File: config.mk
export PLATFORM = sky130hd
export DESIGN_NAME = vinsn_sequencer
export DESIGN_NICKNAME = d
export VERILOG_FILES = /design/src/seq_pkg.sv /design/src/seq_decode.sv /design/src/seq_hazard.sv /design/src/seq_insn_tracker.sv /design/src/seq_unit_credits.sv /design/src/seq_issue.sv /design/src/vinsn_sequencer.sv
export SDC_FILE = /design/constraint.sdc
export NUM_CORES = 1
export LEC_CHECK = 0
export ABC_AREA = 1
export BUFFER_PORTS_ARGS = -buffer_cell sky130_fd_sc_hd__buf_2
export CORE_UTILIZATION = 33
export CTS_CLUSTER_DIAMETER = 50
export DETAILED_ROUTE_END_ITERATION = 6
export GPL_ROUTABILITY_DRIVEN = 0
export MAX_ROUTING_LAYER = met4
export PLACE_DENSITY = 0.46
export SLEW_MARGIN = 20
export SYNTH_ARGS = -nofsm -noshare
export SYNTH_HDL_FRONTEND = slang
export SYNTH_SLANG_ARGS = --single-unit
File: constraint.sdc
create_clock -name clk_i -period 9.92 [get_ports clk_i]
set_input_delay 1.984 -clock clk_i [delete_from_list [all_inputs] [get_ports clk_i]]
set_output_delay 1.984 -clock clk_i [all_outputs]
set_load 0.01 [all_outputs]
File: src/seq_pkg.sv
/*
 * Shared definitions of the vector instruction sequencer
 * Sizes of the lanes, ids, registers and unit queues
 * Register, id, length and count types
 * Operation class and functional unit enums
 * Dispatcher request, hazard vectors and PE request structs
 */
`default_nettype none

package seq_pkg;

  ////////////////////////////////////////////////////////////
  // Sizes
  ////////////////////////////////////////////////////////////

  // Parallel lanes
  localparam int unsigned NrLanes = 2;
  // Instruction ids in flight
  localparam int unsigned NrVInsn = 8;
  // Lanes plus load, store, slide and mask units
  localparam int unsigned NrPEs   = NrLanes + 4;
  localparam int unsigned NrVRegs = 32;

  // PE index of each unit, counted after the lanes
  localparam int unsigned OffsetLoad  = 0;
  localparam int unsigned OffsetStore = 1;
  localparam int unsigned OffsetSlide = 2;
  localparam int unsigned OffsetMask  = 3;

  ////////////////////////////////////////////////////////////
  // Types
  ////////////////////////////////////////////////////////////

  typedef logic [4:0]         vreg_t;
  typedef logic [2:0]         vid_t;
  // One bit per instruction id
  typedef logic [NrVInsn-1:0] vinsn_mask_t;
  typedef logic [15:0]        vl_t;

  // v0 holds the mask
  localparam vreg_t VMask = 5'd0;

  typedef enum logic [2:0] {
    OP_ALU,
    OP_FPU,
    OP_MASK,
    OP_LOAD,
    OP_STORE,
    OP_SLIDE
  } op_class_e;

  typedef enum logic [2:0] {
    UNIT_ALU,
    UNIT_FPU,
    UNIT_MASK,
    UNIT_LOAD,
    UNIT_STORE,
    UNIT_SLIDE
  } unit_e;

  localparam int unsigned NrUnits = 6;
  // One bit per functional unit, indexed by unit_e
  typedef logic [NrUnits-1:0] unit_mask_t;

  // Queue depth per unit, in unit_e order
  localparam int unsigned QueueDepth [NrUnits] = '{4, 4, 1, 2, 2, 2};
  localparam int unsigned MaxQueueDepth = 4;
  // Must hold the value MaxQueueDepth itself
  localparam int unsigned CntWidth = $clog2(MaxQueueDepth + 1);
  typedef logic [CntWidth-1:0] cnt_t;

  ////////////////////////////////////////////////////////////
  // Structs
  ////////////////////////////////////////////////////////////

  // Request from the dispatcher
  typedef struct packed {
    op_class_e op;
    vreg_t     vs1;
    vreg_t     vs2;
    vreg_t     vd;
    logic      use_vs1;
    logic      use_vs2;
    logic      use_vd;
    logic      vm;       // 1 means unmasked
    vl_t       vl;
  } seq_req_t;

  // Ids each operand has to wait for
  typedef struct packed {
    vinsn_mask_t hz_vs1;
    vinsn_mask_t hz_vs2;
    vinsn_mask_t hz_vm;
    vinsn_mask_t hz_vd;
  } hazards_t;

  // Request broadcast to the PEs
  typedef struct packed {
    vid_t      id;
    op_class_e op;
    unit_e     unit;
    vreg_t     vs1;
    vreg_t     vs2;
    vreg_t     vd;
    logic      use_vs1;
    logic      use_vs2;
    logic      use_vd;
    logic      vm;
    vl_t       vl;
    hazards_t  hazards;
  } pe_req_t;

endpackage

`default_nettype wire

File: src/seq_decode.sv
/*
 * Request decoder of the sequencer
 * Maps the operation class to its functional unit
 * Builds the mask of units the instruction occupies
 */
`timescale 1ns/10ps
`default_nettype none

module seq_decode (
  input  seq_pkg::op_class_e  op_i,
  input  logic                vm_i,
  output seq_pkg::unit_e      unit_o,
  output seq_pkg::unit_mask_t targets_o
);

  import seq_pkg::*;

  // One unit per operation class
  always_comb begin
    unit_o = UNIT_ALU;
    case (op_i)
      OP_ALU:   unit_o = UNIT_ALU;
      OP_FPU:   unit_o = UNIT_FPU;
      OP_MASK:  unit_o = UNIT_MASK;
      OP_LOAD:  unit_o = UNIT_LOAD;
      OP_STORE: unit_o = UNIT_STORE;
      OP_SLIDE: unit_o = UNIT_SLIDE;
      default:  unit_o = UNIT_ALU;
    endcase
  end

  // Own unit, plus the mask unit
  // when the mask operand is needed
  always_comb begin
    targets_o            = '0;
    targets_o[unit_o]    = 1'b1;
    targets_o[UNIT_MASK] = targets_o[UNIT_MASK] | ~vm_i;
  end

endmodule

`default_nettype wire

File: src/seq_hazard.sv
/*
 * Hazard detection of the sequencer
 * Last writer and last reader of each vector register
 * RAW, WAR and WAW hazard vectors of the pending request
 */
`timescale 1ns/10ps
`default_nettype none

module seq_hazard (
  input  logic              clk_i,
  input  logic              rst_ni,
  input  seq_pkg::seq_req_t req_i,
  input  seq_pkg::vinsn_mask_t running_i,
  input  logic              issue_i,
  input  seq_pkg::vid_t     issue_id_i,
  output seq_pkg::hazards_t hazards_o
);

  import seq_pkg::*;

  // Id of the last access and whether it still runs
  typedef struct packed {
    vid_t vid;
    logic valid;
  } vreg_access_t;

  vreg_access_t [NrVRegs-1:0] rd_list_q, rd_list_d;
  vreg_access_t [NrVRegs-1:0] wr_list_q, wr_list_d;
  // Lists with retired ids dropped
  vreg_access_t [NrVRegs-1:0] rd_live, wr_live;

  ////////////////////////////////////////////////////////////
  // Live entries
  ////////////////////////////////////////////////////////////

  // An entry counts only while its id is running
  // so a reused id never sees itself as a hazard
  always_comb begin
    for (int unsigned r = 0; r < NrVRegs; r++) begin
      rd_live[r]       = rd_list_q[r];
      rd_live[r].valid = rd_list_q[r].valid & running_i[rd_list_q[r].vid];
      wr_live[r]       = wr_list_q[r];
      wr_live[r].valid = wr_list_q[r].valid & running_i[wr_list_q[r].vid];
    end
  end

  ////////////////////////////////////////////////////////////
  // Hazard vectors
  ////////////////////////////////////////////////////////////

  always_comb begin
    hazards_o = '0;

    // RAW on the sources and the mask
    if (req_i.use_vs1 && wr_live[req_i.vs1].valid)
      hazards_o.hz_vs1[wr_live[req_i.vs1].vid] = 1'b1;
    if (req_i.use_vs2 && wr_live[req_i.vs2].valid)
      hazards_o.hz_vs2[wr_live[req_i.vs2].vid] = 1'b1;
    if (!req_i.vm && wr_live[VMask].valid)
      hazards_o.hz_vm[wr_live[VMask].vid] = 1'b1;

    // WAR, every operand stream waits for the reader of vd
    if (req_i.use_vd && rd_live[req_i.vd].valid) begin
      hazards_o.hz_vs1[rd_live[req_i.vd].vid] = 1'b1;
      hazards_o.hz_vs2[rd_live[req_i.vd].vid] = 1'b1;
      hazards_o.hz_vm[rd_live[req_i.vd].vid]  = 1'b1;
    end

    // WAW
    if (req_i.use_vd && wr_live[req_i.vd].valid)
      hazards_o.hz_vd[wr_live[req_i.vd].vid] = 1'b1;
  end

  ////////////////////////////////////////////////////////////
  // List update
  ////////////////////////////////////////////////////////////

  always_comb begin
    rd_list_d = rd_live;
    wr_list_d = wr_live;
    if (issue_i) begin
      // The issued id becomes the newest access
      if (req_i.use_vd)  wr_list_d[req_i.vd]  = '{vid: issue_id_i, valid: 1'b1};
      if (req_i.use_vs1) rd_list_d[req_i.vs1] = '{vid: issue_id_i, valid: 1'b1};
      if (req_i.use_vs2) rd_list_d[req_i.vs2] = '{vid: issue_id_i, valid: 1'b1};
      if (!req_i.vm)     rd_list_d[VMask]     = '{vid: issue_id_i, valid: 1'b1};
    end
  end

  always_ff @(posedge clk_i or negedge rst_ni) begin
    if (!rst_ni) begin
      rd_list_q <= '0;
      wr_list_q <= '0;
    end else begin
      rd_list_q <= rd_list_d;
      wr_list_q <= wr_list_d;
    end
  end

endmodule

`default_nettype wire

File: src/seq_insn_tracker.sv
/*
 * Instruction tracker of the sequencer
 * Per-PE table of running ids and lowest free id
 * Idle flag and global hazard table between ids
 */
`timescale 1ns/10ps
`default_nettype none

module seq_insn_tracker (
  input  logic                 clk_i,
  input  logic                 rst_ni,
  input  logic                 issue_i,
  input  seq_pkg::unit_e       unit_i,
  input  logic                 vm_i,
  input  seq_pkg::hazards_t    hazards_i,
  input  seq_pkg::vinsn_mask_t [seq_pkg::NrPEs-1:0] pe_done_i,
  output seq_pkg::vid_t        free_id_o,
  output logic                 full_o,
  output seq_pkg::vinsn_mask_t running_o,
  output seq_pkg::vinsn_mask_t [seq_pkg::NrVInsn-1:0] hazard_table_o,
  output logic                 idle_o
);

  import seq_pkg::*;

  // Bit [pe][id] set while that id runs on that PE
  vinsn_mask_t [NrPEs-1:0]   pe_running_q, pe_running_d;
  vinsn_mask_t [NrVInsn-1:0] table_d;

  // Running anywhere
  always_comb begin
    running_o = '0;
    for (int unsigned pe = 0; pe < NrPEs; pe++)
      running_o = running_o | pe_running_q[pe];
  end

  // Lowest clear id wins
  always_comb begin
    free_id_o = '0;
    for (int i = int'(NrVInsn) - 1; i >= 0; i--)
      if (!running_o[i]) free_id_o = vid_t'(i);
  end

  assign full_o = &running_o;

  ////////////////////////////////////////////////////////////
  // Running table and hazard table
  ////////////////////////////////////////////////////////////

  always_comb begin
    // Done bits retire ids per PE
    for (int unsigned pe = 0; pe < NrPEs; pe++)
      pe_running_d[pe] = pe_running_q[pe] & ~pe_done_i[pe];

    // Rows of retired ids clear, columns of retired ids drop
    for (int unsigned id = 0; id < NrVInsn; id++)
      table_d[id] = running_o[id] ? (hazard_table_o[id] & running_o) : '0;

    if (issue_i) begin
      case (unit_i)
        UNIT_LOAD:  pe_running_d[NrLanes + OffsetLoad][free_id_o]  = 1'b1;
        UNIT_STORE: pe_running_d[NrLanes + OffsetStore][free_id_o] = 1'b1;
        UNIT_SLIDE: pe_running_d[NrLanes + OffsetSlide][free_id_o] = 1'b1;
        UNIT_MASK:  pe_running_d[NrLanes + OffsetMask][free_id_o]  = 1'b1;
        // ALU and FPU work on every lane
        default: begin
          for (int unsigned l = 0; l < NrLanes; l++)
            pe_running_d[l][free_id_o] = 1'b1;
        end
      endcase
      // Mask operand comes through the mask unit
      if (!vm_i) pe_running_d[NrLanes + OffsetMask][free_id_o] = 1'b1;

      table_d[free_id_o] = hazards_i.hz_vs1 | hazards_i.hz_vs2 |
                           hazards_i.hz_vm  | hazards_i.hz_vd;
    end
  end

  always_ff @(posedge clk_i or negedge rst_ni) begin
    if (!rst_ni) begin
      pe_running_q   <= '0;
      hazard_table_o <= '0;
      idle_o         <= 1'b1;
    end else begin
      pe_running_q   <= pe_running_d;
      hazard_table_o <= table_d;
      // Follows the running mask by one cycle
      idle_o         <= ~|running_o;
    end
  end

endmodule

`default_nettype wire

File: src/seq_unit_credits.sv
/*
 * Queue credits of the sequencer
 * One occupancy counter per functional unit
 * Issue permission for the targeted units
 */
`timescale 1ns/10ps
`default_nettype none

module seq_unit_credits (
  input  logic                 clk_i,
  input  logic                 rst_ni,
  input  logic                 issue_i,
  input  seq_pkg::unit_mask_t  targets_i,
  input  seq_pkg::vinsn_mask_t [seq_pkg::NrPEs-1:0] pe_done_i,
  input  logic                 alu_done_i,
  input  logic                 fpu_done_i,
  output logic                 unit_ok_o
);

  import seq_pkg::*;

  unit_mask_t unit_done;
  unit_mask_t unit_ready;

  // ALU and FPU report once per instruction from lane 0
  // the other units report by their id bits
  assign unit_done[UNIT_ALU]   = alu_done_i;
  assign unit_done[UNIT_FPU]   = fpu_done_i;
  assign unit_done[UNIT_MASK]  = |pe_done_i[NrLanes + OffsetMask];
  assign unit_done[UNIT_LOAD]  = |pe_done_i[NrLanes + OffsetLoad];
  assign unit_done[UNIT_STORE] = |pe_done_i[NrLanes + OffsetStore];
  assign unit_done[UNIT_SLIDE] = |pe_done_i[NrLanes + OffsetSlide];

  for (genvar u = 0; u < NrUnits; u++) begin : gen_cnt
    localparam cnt_t Depth = cnt_t'(QueueDepth[u]);

    cnt_t cnt_q;
    logic cnt_up;

    assign cnt_up        = issue_i & targets_i[u];
    // Room for one more
    assign unit_ready[u] = cnt_q < Depth;

    // Issue and done in the same cycle cancel
    always_ff @(posedge clk_i or negedge rst_ni) begin
      if (!rst_ni) begin
        cnt_q <= '0;
      end else if (cnt_up && !unit_done[u]) begin
        cnt_q <= cnt_q + cnt_t'(1);
      end else if (!cnt_up && unit_done[u]) begin
        cnt_q <= cnt_q - cnt_t'(1);
      end
    end
  end

  // Units not targeted never block
  assign unit_ok_o = &(~targets_i | unit_ready);

endmodule

`default_nettype wire

File: src/seq_issue.sv
/*
 * Issue stage of the sequencer
 * Issue decision and request handshake
 * Registered PE request with hold under lane back-pressure
 */
`timescale 1ns/10ps
`default_nettype none

module seq_issue (
  input  logic              clk_i,
  input  logic              rst_ni,
  input  seq_pkg::seq_req_t req_i,
  input  logic              req_valid_i,
  input  seq_pkg::unit_e    unit_i,
  input  seq_pkg::hazards_t hazards_i,
  input  seq_pkg::vid_t     free_id_i,
  input  logic              full_i,
  input  logic              unit_ok_i,
  input  logic [seq_pkg::NrPEs-1:0] pe_req_ready_i,
  output logic              req_ready_o,
  output logic              issue_o,
  output seq_pkg::vid_t     issue_id_o,
  output seq_pkg::pe_req_t  pe_req_o,
  output logic              pe_req_valid_o
);

  import seq_pkg::*;

  logic lanes_ready;
  logic hold;
  logic no_operands;
  logic stall_hazard;

  // Only the lanes gate the request
  assign lanes_ready = &pe_req_ready_i[NrLanes-1:0];
  assign hold        = pe_req_valid_o & ~lanes_ready;

  // Without source operands nothing waits on chaining
  // so any hazard has to resolve before issue
  assign no_operands  = ~req_i.use_vs1 & ~req_i.use_vs2 & req_i.vm;
  assign stall_hazard = no_operands & (|hazards_i);

  assign req_ready_o = ~hold & ~full_i & unit_ok_i & ~stall_hazard;
  assign issue_o     = req_valid_i & req_ready_o;
  assign issue_id_o  = free_id_i;

  always_ff @(posedge clk_i or negedge rst_ni) begin
    if (!rst_ni) begin
      pe_req_valid_o <= 1'b0;
    end else if (!hold) begin
      pe_req_valid_o <= issue_o;
    end
  end

  // Loaded only on issue, so it holds while stalled
  always_ff @(posedge clk_i) begin
    if (issue_o) begin
      pe_req_o <= '{
        id:      free_id_i,
        op:      req_i.op,
        unit:    unit_i,
        vs1:     req_i.vs1,
        vs2:     req_i.vs2,
        vd:      req_i.vd,
        use_vs1: req_i.use_vs1,
        use_vs2: req_i.use_vs2,
        use_vd:  req_i.use_vd,
        vm:      req_i.vm,
        vl:      req_i.vl,
        hazards: hazards_i
      };
    end
  end

endmodule

`default_nettype wire

File: src/vinsn_sequencer.sv
/*
 * Vector instruction sequencer top level
 * Decoder, hazard lists, id tracker, unit credits and issue stage
 */
`timescale 1ns/10ps
`default_nettype none

module vinsn_sequencer (
  input  logic                 clk_i,
  input  logic                 rst_ni,
  input  seq_pkg::seq_req_t    req_i,
  input  logic                 req_valid_i,
  output logic                 req_ready_o,
  output seq_pkg::pe_req_t     pe_req_o,
  output logic                 pe_req_valid_o,
  input  logic [seq_pkg::NrPEs-1:0] pe_req_ready_i,
  input  seq_pkg::vinsn_mask_t [seq_pkg::NrPEs-1:0] pe_done_i,
  input  logic                 alu_done_i,
  input  logic                 fpu_done_i,
  output seq_pkg::vinsn_mask_t vinsn_running_o,
  output seq_pkg::vinsn_mask_t [seq_pkg::NrVInsn-1:0] hazard_table_o,
  output logic                 idle_o
);

  import seq_pkg::*;

  unit_e      unit;
  unit_mask_t targets;
  hazards_t   hazards;
  vid_t       free_id;
  vid_t       issue_id;
  logic       full;
  logic       unit_ok;
  logic       issue;

  // Input side
  seq_decode u_decode (
    .op_i      (req_i.op),
    .vm_i      (req_i.vm),
    .unit_o    (unit),
    .targets_o (targets)
  );

  // Processing part
  seq_hazard u_hazard (
    .clk_i      (clk_i),
    .rst_ni     (rst_ni),
    .req_i      (req_i),
    .running_i  (vinsn_running_o),
    .issue_i    (issue),
    .issue_id_i (issue_id),
    .hazards_o  (hazards)
  );

  seq_insn_tracker u_insn_tracker (
    .clk_i          (clk_i),
    .rst_ni         (rst_ni),
    .issue_i        (issue),
    .unit_i         (unit),
    .vm_i           (req_i.vm),
    .hazards_i      (hazards),
    .pe_done_i      (pe_done_i),
    .free_id_o      (free_id),
    .full_o         (full),
    .running_o      (vinsn_running_o),
    .hazard_table_o (hazard_table_o),
    .idle_o         (idle_o)
  );

  seq_unit_credits u_unit_credits (
    .clk_i      (clk_i),
    .rst_ni     (rst_ni),
    .issue_i    (issue),
    .targets_i  (targets),
    .pe_done_i  (pe_done_i),
    .alu_done_i (alu_done_i),
    .fpu_done_i (fpu_done_i),
    .unit_ok_o  (unit_ok)
  );

  // Output side
  seq_issue u_issue (
    .clk_i          (clk_i),
    .rst_ni         (rst_ni),
    .req_i          (req_i),
    .req_valid_i    (req_valid_i),
    .unit_i         (unit),
    .hazards_i      (hazards),
    .free_id_i      (free_id),
    .full_i         (full),
    .unit_ok_i      (unit_ok),
    .pe_req_ready_i (pe_req_ready_i),
    .req_ready_o    (req_ready_o),
    .issue_o        (issue),
    .issue_id_o     (issue_id),
    .pe_req_o       (pe_req_o),
    .pe_req_valid_o (pe_req_valid_o)
  );

endmodule

`default_nettype wire

Yosys cells after proc, flatten, opt, wreduce, memory -nomap -nowiden --
Index checks and enable logic that the tools add are counted.
Word-level totals: output and inout bits 151, bits in registers 464, bits of input ports 97
Cells by class: $add $sub $neg 12, bitwise logic cells 126, multiplexer cells 212, reductions and logical operators 58, equality and inequality tests 9, order comparisons 89
Operator list (count):
- bitwise mux 128 bit | 3
- two-way mux 128 bit | 3
- two-way mux 125 bit | 3
- < comparator 3 x 4 -> 1 bit (second input constant) | 70
- binary-select mux 1 bit (select 3 bit) | 64
- two-way mux 8 bit | 19
- OR 8 bit | 18
- AND 8 bit | 14
- binary-select mux 4 bit (select 5 bit) | 4
- AND 1 bit | 78
- two-way mux 1 bit | 71
- bitwise mux 64 bit | 1
- two-way mux 64 bit | 1
- demux 4 bit (select 5 bit) | 3
- two-way mux 3 bit | 20
- two-way mux 48 bit | 1
- NOT 8 bit | 6
- OR reduction 8 bit | 5
- two-way mux 4 bit | 8
- OR reduction 32 bit | 1
- logical AND 1 bit | 27
- demux 8 bit (select 3 bit) | 1
- two-way mux 24 bit | 1
- demux 1 bit (select 3 bit) | 7
- 23 further kinds | 77

Depth between registers and ports, before layout --
Gate-level depths: netlist (run 1).
depth after elaboration 27, mapped depth 35, depth with buffers taken out 32

Cells and area by module --
A second synthesis (run 1) with hierarchy kept.
Second synthesis, totals: cells, all modules 3751, area, all modules 27437.6 µm²
Modules (own cells, without submodules):
- seq_hazard | cells each 2810, times used 1, area each 18405.2 µm², sequential area each 6406.1 µm²
- seq_insn_tracker | cells each 626, times used 1, area each 5180.0 µm², sequential area each 2829.0 µm²
- seq_issue | cells each 123, times used 1, area each 2506.2 µm², sequential area each 2307.2 µm²
- seq_unit_credits | cells each 175, times used 1, area each 1266.2 µm², sequential area each 450.4 µm²
- seq_decode | cells each 17, times used 1, area each 80.1 µm², sequential area each 0.0 µm²

Worst setup path before layout (run 1) --
No wires, ideal clock.
path kind input-to-output, from input req_i[21] in the netlist's numbering, to output req_ready_o, data arrival time 4075 ps, buffers on the path 2, path slack 3861 ps, stages 19, cell sequence nand2_1 -> clkbuf_1 -> clkbuf_1 -> o22ai_1 -> o21ai_1 -> nand2_1 -> nor2_1 -> nand4_1 -> nand2_1 -> nand2_1 -> nand4_1 -> nand2_1 -> nor2_1 -> nand3_1 -> nor2_1 -> nand3_1 -> nand2_2 -> nand2_1 -> inv_1
RTL lines:
- start, declared | line vinsn_sequencer.sv:11 | input seq_pkg::seq_req_t req_i,
- end, declared | line vinsn_sequencer.sv:13 | output logic req_ready_o,

==> metrics, run 1 <==
status=finished with violations; failing checks=DRC; Max VDD drop=0.138 mV; WHS=roughly 460 ps; die area=87600 um2; Ports=248; Final Core Density=between 30% and 40%; htree depth=3; routed vias=30.4k; initial antenna violation count=4; Yosys cell types=39; postcts setup bufs=0; CP Data Arrival Time=6310 ps; Final min period=8290 ps; fraction of layout cells with a size suffix above 1=13.9%; first-pass GRT wire length=197 mm; hold depth=1; Area Growth Syn to Fin=19.8%; clock skew=43.7 ps; Post-CTS Resized=0; Site Rows=107; Max Fclk=~0.12 GHz; max-slew violation total from the final report=0; total CTS buffers=just under 90; largest net degree at the start of global routing=~110; CTS Root Cell=clkbuf_16; starting density of the core=33.4%; final worst path period share=83.6%; clk slew on worst S/H paths=50 ps; vias in the first global route=29.1k; Critical Path End Type=output port; CP max FO=27; setup violators final=0; dpl cells=5222; Seq cells post-synth=roughly 460; P per Cell Area=214 nW/um2; clk sinks=464; Slew HR=23.2%; mean post-synth cell area=7.22 um2; Max clock buf depth=3; aggregate global routing overflow=0; DR pass1 iterations=7; CTS tree=built; final hold violation count=0; leakage=0.0163 uW; GR Util All Layers=31.8%; final wirelength=136 mm; Min-Delay Path Class=reg -> reg; register area share after synthesis=between 40% and 50%; nets@finish=4278; clk_lat worst skew=670 ps; Die H=296 um; Worst Setup Path Type=reg -> out; DRT iter0 DRCs=3442; unrepaired setup endpoints after global routing=no; die width=296 um; HPWL Detailed=89.2 mm; critical path startpoint category=flip-flop; Finished Layout Cells=5393; hold buffers post-CTS=0; via-per-instance ratio=about 5.6; Worst-Margin Slew=1140 ps; drc violations=2; routed length per instance=25.3 um; number of port buffers=243; Routed Antenna Nets=0; Syn Inst Count=3950; max_cap viols=0; r2r worst-path depth=29; Mapped Nets=~4k; setup TNS=0 ps; Cell Area, Synth=28500 um2; worst path required time=7940 ps; yosys warns=0; total power=between 7000 and 8000 uW; core area=85400 um2
==> cells by family after synthesis <==
family                   share of synthesized area (%)
AND/OR/NAND/NOR                                   32.3
AO/OA/AOI/OAI                                     15.6
buffers and inverters                             8.79
flip-flops                                        42.1
XOR/XNOR                                         0.399
adder cells (fa/ha/maj)                          0.702
multiplexers                                     0.198
==> layer usage <==
| metal | vias up | wire length, um | GRT usage, % |
|---|---|---|---|
| li1 | 13900 | - | - |
| met1 | 14600 | 56200 | 40.1 |
| met2 | 1644 | 59500 | 47.7 |
| met3 | 383 | 13600 | 7.17 |
| met4 | 0 | 7120 | 15.8 |
| met5 | - | 0 | - |
==> path summary, 6_finish.rpt <==
kind                                                                       end                                            from  slack, ps
worst max-delay path                                               req_ready_o       u_insn_tracker.pe_running_q[24]$_DFF_PN0_       1630
worst min-delay path            u_unit_credits.gen_cnt[1].cnt_q[2]$_DFFE_PN0P_  u_unit_credits.gen_cnt[1].cnt_q[2]$_DFFE_PN0P_        460
min in group asynchronous           u_insn_tracker.hazard_table_o[0]$_DFF_PN0_                                          rst_ni       1340
worst max register to register  u_unit_credits.gen_cnt[1].cnt_q[1]$_DFFE_PN0P_       u_insn_tracker.pe_running_q[24]$_DFF_PN0_       2770
max in group asynchronous                   u_hazard.wr_list_q[50]$_DFFE_PN0P_                                          rst_ni       6950
worst min register to register  u_unit_credits.gen_cnt[1].cnt_q[2]$_DFFE_PN0P_  u_unit_credits.gen_cnt[1].cnt_q[2]$_DFFE_PN0P_        460
==> sequential cells by signal, summed over array words and instances (netlist names) <==
| name | flops |
|---|---|
| u_hazard.rd_list_q | 128 |
| u_issue.pe_req_o | 76 |
| u_insn_tracker.pe_running_q | 48 |
| u_insn_tracker.hazard_table_o | 64 |
| u_issue.pe_req_valid_o | 1 |
| u_insn_tracker.idle_o | 1 |
| u_unit_credits.gen_cnt.cnt_q | 18 |
| u_hazard.wr_list_q | 128 |
==> cells in the final DEF, fill, tap and decap left out, drive strengths merged <==
cell / instances
nand2: 1238
o2111ai: 1
a21oi: 51
o22ai: 192
a41o: 1
nor3: 35
clkinvlp: 11
clkinv: 29
o21ai: 280
nor2: 201
xnor2: 10
nor4: 11
xor2: 3
clkbuf: 96
fa: 5
mux2: 5
nand4: 137
bufinv: 11
dfrtp: 387
inv: 420
nand3: 498
buf: 327
dfstp: 1
o21bai: 98
o2111a: 4
o211ai: 103
ha: 8
and2: 1
a2111oi: 1
edfxtp: 76
diode: 8
==> power breakdown <==
| part | switching (uW) | internal, uW |
|---|---|---|
| Sequential | 174 | 2130 |
| Clock | 1200 | 1980 |
| Combinational | 1290 | 527 |
==> area by class of cell <==
class | instances | area, um2
Fill cell | 9061 | 51300
Multi-Input combinational cell | 2883 | 14200
Sequential cell | 464 | 12000
Clock buffer | 96 | 2270
Timing Repair Buffer | 327 | 1900
Inverter | 405 | 1530
Tap cell | 1144 | 1430
Clock inverter | 66 | 851
Antenna cell | 8 | 20.0
==> worst max-delay path: stages, from the launching register on <==
cell	delay [ps]
dfrtp_1	370
nor2_2	130
nand3_2	100
buf_4	490
clkinv_2	730
buf_4	540
nand2_1	120
o211ai_1	90
nand3_1	100
nand3_1	140
nand2_1	90
nand2_1	70
nor2_1	190
nor2_1	80
nor2_2	420
nand3_2	490
o21bai_1	520
nor2_1	110
nand2_1	80
nor2_1	50
nand3_1	130
nand2_2	220
nand2_1	140
inv_1	50
buf_2	130
==> stage by stage <==
| stage | worst slack, ps | area, um2 |
|---|---|---|
| 5_1_grt | 1410 | 34200 |
| 3_3_place_gp | 2060 | 31000 |
| 4_1_cts | 1750 | 34100 |
| 6_report | 1630 | 34200 |
| 2_1_floorplan | 3860 | 28500 |
| 3_5_place_dp | 2030 | 31000 |
==> synthesized netlist by cell type, drive strengths merged <==
cell type / count / area, um2
a21oi: 51 / 255
clkinv: 5 / 18.8
edfxtp: 76 / 2280
inv: 400 / 1500
clkbuf: 88 / 330
dfstp: 1 / 26.3
nor4: 11 / 68.8
o2111a: 4 / 45.0
o21ai: 280 / 1400
dfrtp: 387 / 9680
mux2: 5 / 56.3
and2: 1 / 6.26
o2111ai: 1 / 8.76
fa: 5 / 100
nand3: 498 / 2560
nor3: 35 / 175
buf: 110 / 654
nand4: 137 / 857
o21bai: 98 / 736
xor2: 3 / 26.3
a41o: 1 / 10.0
nand2: 1238 / 4710
xnor2: 10 / 87.6
nor2: 201 / 827
a2111oi: 1 / 8.76
o22ai: 192 / 1200
o211ai: 103 / 773
ha: 8 / 100
(Power assumes the default switching activity.)
==> inputs of run 2 (changes only) <==
==> constraint.sdc (replaced) <==
create_clock -name clk_i -period 8.11 [get_ports clk_i]
set_input_delay 1.622 -clock clk_i [delete_from_list [all_inputs] [get_ports clk_i]]
set_output_delay 1.622 -clock clk_i [all_outputs]
set_load 0.01 [all_outputs]
==> metrics, run 2 (synthesis results as in run 1) <==
Area Growth Syn to Fin=19.8% (about the same); number of port buffers=243 (unchanged); ant diodes=0 (-8); Max clock buf depth=3 (unchanged); Fillers=9108 (+0.52%); r2r worst-path depth=31 (+6.9%); htree depth=3 (unchanged); DR pass1 iterations=6 (-1); clk sinks=464 (unchanged); cell mode on critical path=nand2_1; Min-Delay Path Class=reg -> reg; max_cap viols=0 (unchanged); first-pass GRT wire length=198 mm (+0.48%); nets@finish=4296 (+0.42%); initial antenna violation count=2 (-2); Site Rows=107 (unchanged); routed vias=30.5k (+0.049%); final wirelength=137 mm (+0.54%); hold buffers post-CTS=0 (unchanged); vias in the first global route=29.0k (-0.29%); CP Data Arrival Time=5810 ps (-500 ps); CTS tree=built; unrepaired setup endpoints after global routing=no; Critical Path End Type=output port; setup violators final=0 (unchanged); DRT iter0 DRCs=3226 (-6.3%); most frequent cells in the layout=1212 x nand2_1, 488 x nand3_1, 387 x dfrtp_1; drc violations=0 (-2); status=finished, final reports clean; final hold violation count=0 (unchanged); Die H=296 um (unchanged); max-slew violation total from the final report=0 (unchanged); CP max FO=24 (-11%); routed length per instance=25.4 um (+0.40%); clock skew=26.3 ps (-17.4 ps); core area=85400 um2 (unchanged); cells along the critical path=nor2_1 > nand3_2 > inv_2 > buf_4 > nand2_1 > nand3_1 > nand3_1 > nand3_1 > nand2_1 > nand2_1 > o21ai_1 > nand2_1 > nor2_2 > nand3_2 > o21bai_1 > nor2_1 > nand2_1 > nor2_1 > nand3_1 > nand2_2 > nand2_1 > inv_1 > buf_2; P per Cell Area=259 nW/um2 (+21%); r2r startpoint=u_insn_tracker.pe_running_q[19]$_DFF_PN0_; Final min period=7440 ps; die area=87600 um2 (unchanged); Worst-Margin Slew=1130 ps (-8.74 ps); via-per-instance ratio=5.64 (about the same); crit path launch=u_insn_tracker.pe_running_q[19]$_DFF_PN0_; fraction of layout cells with a size suffix above 1=14.1% (+0.16 points); Worst Setup Path Type=reg -> out; commonest non-fill, non-tap cell in the layout=nand2_1; largest net degree at the start of global routing=129 (+15%); aggregate global routing overflow=0 (unchanged); die width=296 um (unchanged); Post-CTS Resized=0 (unchanged); Max Fclk=0.134 GHz; Ports=248 (unchanged); Critical Path Max Stage Delay=850 ps (+120 ps); final worst path period share=91.7%; HPWL Detailed=91.3 mm (+2.4%); postcts setup bufs=0 (unchanged); setup TNS=0 ps (unchanged); reg-to-reg endpoint=u_unit_credits.gen_cnt[0].cnt_q[2]$_DFFE_PN0P_; total CTS buffers=84 (-3.4%); Slowest-stage cell, CP=inv_2; Final Core Density=40.0% (about the same); clk slew on worst S/H paths=60 ps (about the same); GR Util All Layers=32.0% (+0.22 points); starting density of the core=33.4% (unchanged); clk_lat worst skew=660 ps (about the same); Slew HR=24.0% (+0.80 points); Routed Antenna Nets=0 (unchanged); CTS Root Cell=clkbuf_16; Reg2Reg Setup Slack=1400 ps (-1370 ps); worst path required time=6490 ps (-1450 ps); leakage=0.0164 uW (+0.44%); Max VDD drop=0.182 mV (+32%); Largest regs=u_hazard.rd_list_q: 128 flops, u_hazard.wr_list_q: 128 flops, u_issue.pe_req_o: 76 flops; critical path startpoint category=flip-flop; crit path to=req_ready_o
[run 2: cell count changes in the layout (fill, tap and decap cells not counted), moves of 5 or more]
cell        change
inv_6           -6
clkinv_4        +5
inv_8           +6
diode_2         -8
clkinvlp_4      -8
buf_4          +22
[run 2: cell type report]
type / count / area, um2 / area share, %
Clock buffer: 97 / 2270 / 6.64
Clock inverter: 60 / 747 / 2.19
Inverter: 405 / 1530 / 4.47
Multi-Input combinational cell: 2883 / 14100 / 41.4
Sequential cell: 464 / 12000 / 35.1
Tap cell: 1144 / 1430 / 4.19
Timing Repair Buffer: 348 / 2050 / 6.01
[run 2: critical path, delay by kind of cell, from the launching register on]
kind	cells	cell delay, ps
AOI/OAI and AO/OA	2	310
and+or+nand+nor	17	2930
DFF	1	390
buffers and inverters	4	1480
[run 2: report_power, final]
group,switching (uW),internal (uW)
logic,1580,651
clock network,1410,2380
registers,217,2600
total,3200,5630
[run 2: metrics by stage]
stage	power, uW	setup WS (ps)	hold slack, ps	instances	area (um2)
after detailed placement	5030	1040	446	5244	31100
after global routing	9220	416	484	5401	34100
after floorplan	4200	2780	440	3950	28500
after CTS	8840	757	469	5401	34100
after global placement	5040	1040	447	5244	31100
final	8840	674	463	5401	34100
[run 2: how the worst min path moves through the flow]
stage | startpoint | endpoint | depth (start not counted)
floorplan | u_unit_credits.gen_cnt[1].cnt_q[2]$_DFFE_PN0P_ | u_unit_credits.gen_cnt[1].cnt_q[2]$_DFFE_PN0P_ | 1
global placement | u_insn_tracker.hazard_table_o[18]$_DFF_PN0_ | u_insn_tracker.hazard_table_o[18]$_DFF_PN0_ | 2
detailed placement | u_insn_tracker.hazard_table_o[63]$_DFF_PN0_ | u_insn_tracker.hazard_table_o[63]$_DFF_PN0_ | 2
CTS | u_insn_tracker.hazard_table_o[63]$_DFF_PN0_ | u_insn_tracker.hazard_table_o[63]$_DFF_PN0_ | 2
global route | u_insn_tracker.hazard_table_o[63]$_DFF_PN0_ | u_insn_tracker.hazard_table_o[63]$_DFF_PN0_ | 2
finish | u_unit_credits.gen_cnt[1].cnt_q[2]$_DFFE_PN0P_ | u_unit_credits.gen_cnt[1].cnt_q[2]$_DFFE_PN0P_ | 1
[run 2: layer usage]
| metal | vias up | wire length [um] | global-route usage (%) |
|---|---|---|---|
| met3 | 375 | 14100 | 8.30 |
| met5 | - | 0 | - |
| met2 | 1693 | 60300 | 48.1 |
| met4 | 0 | 7350 | 16.1 |
| li1 | 13900 | - | - |
| met1 | 14500 | 55500 | 39.6 |
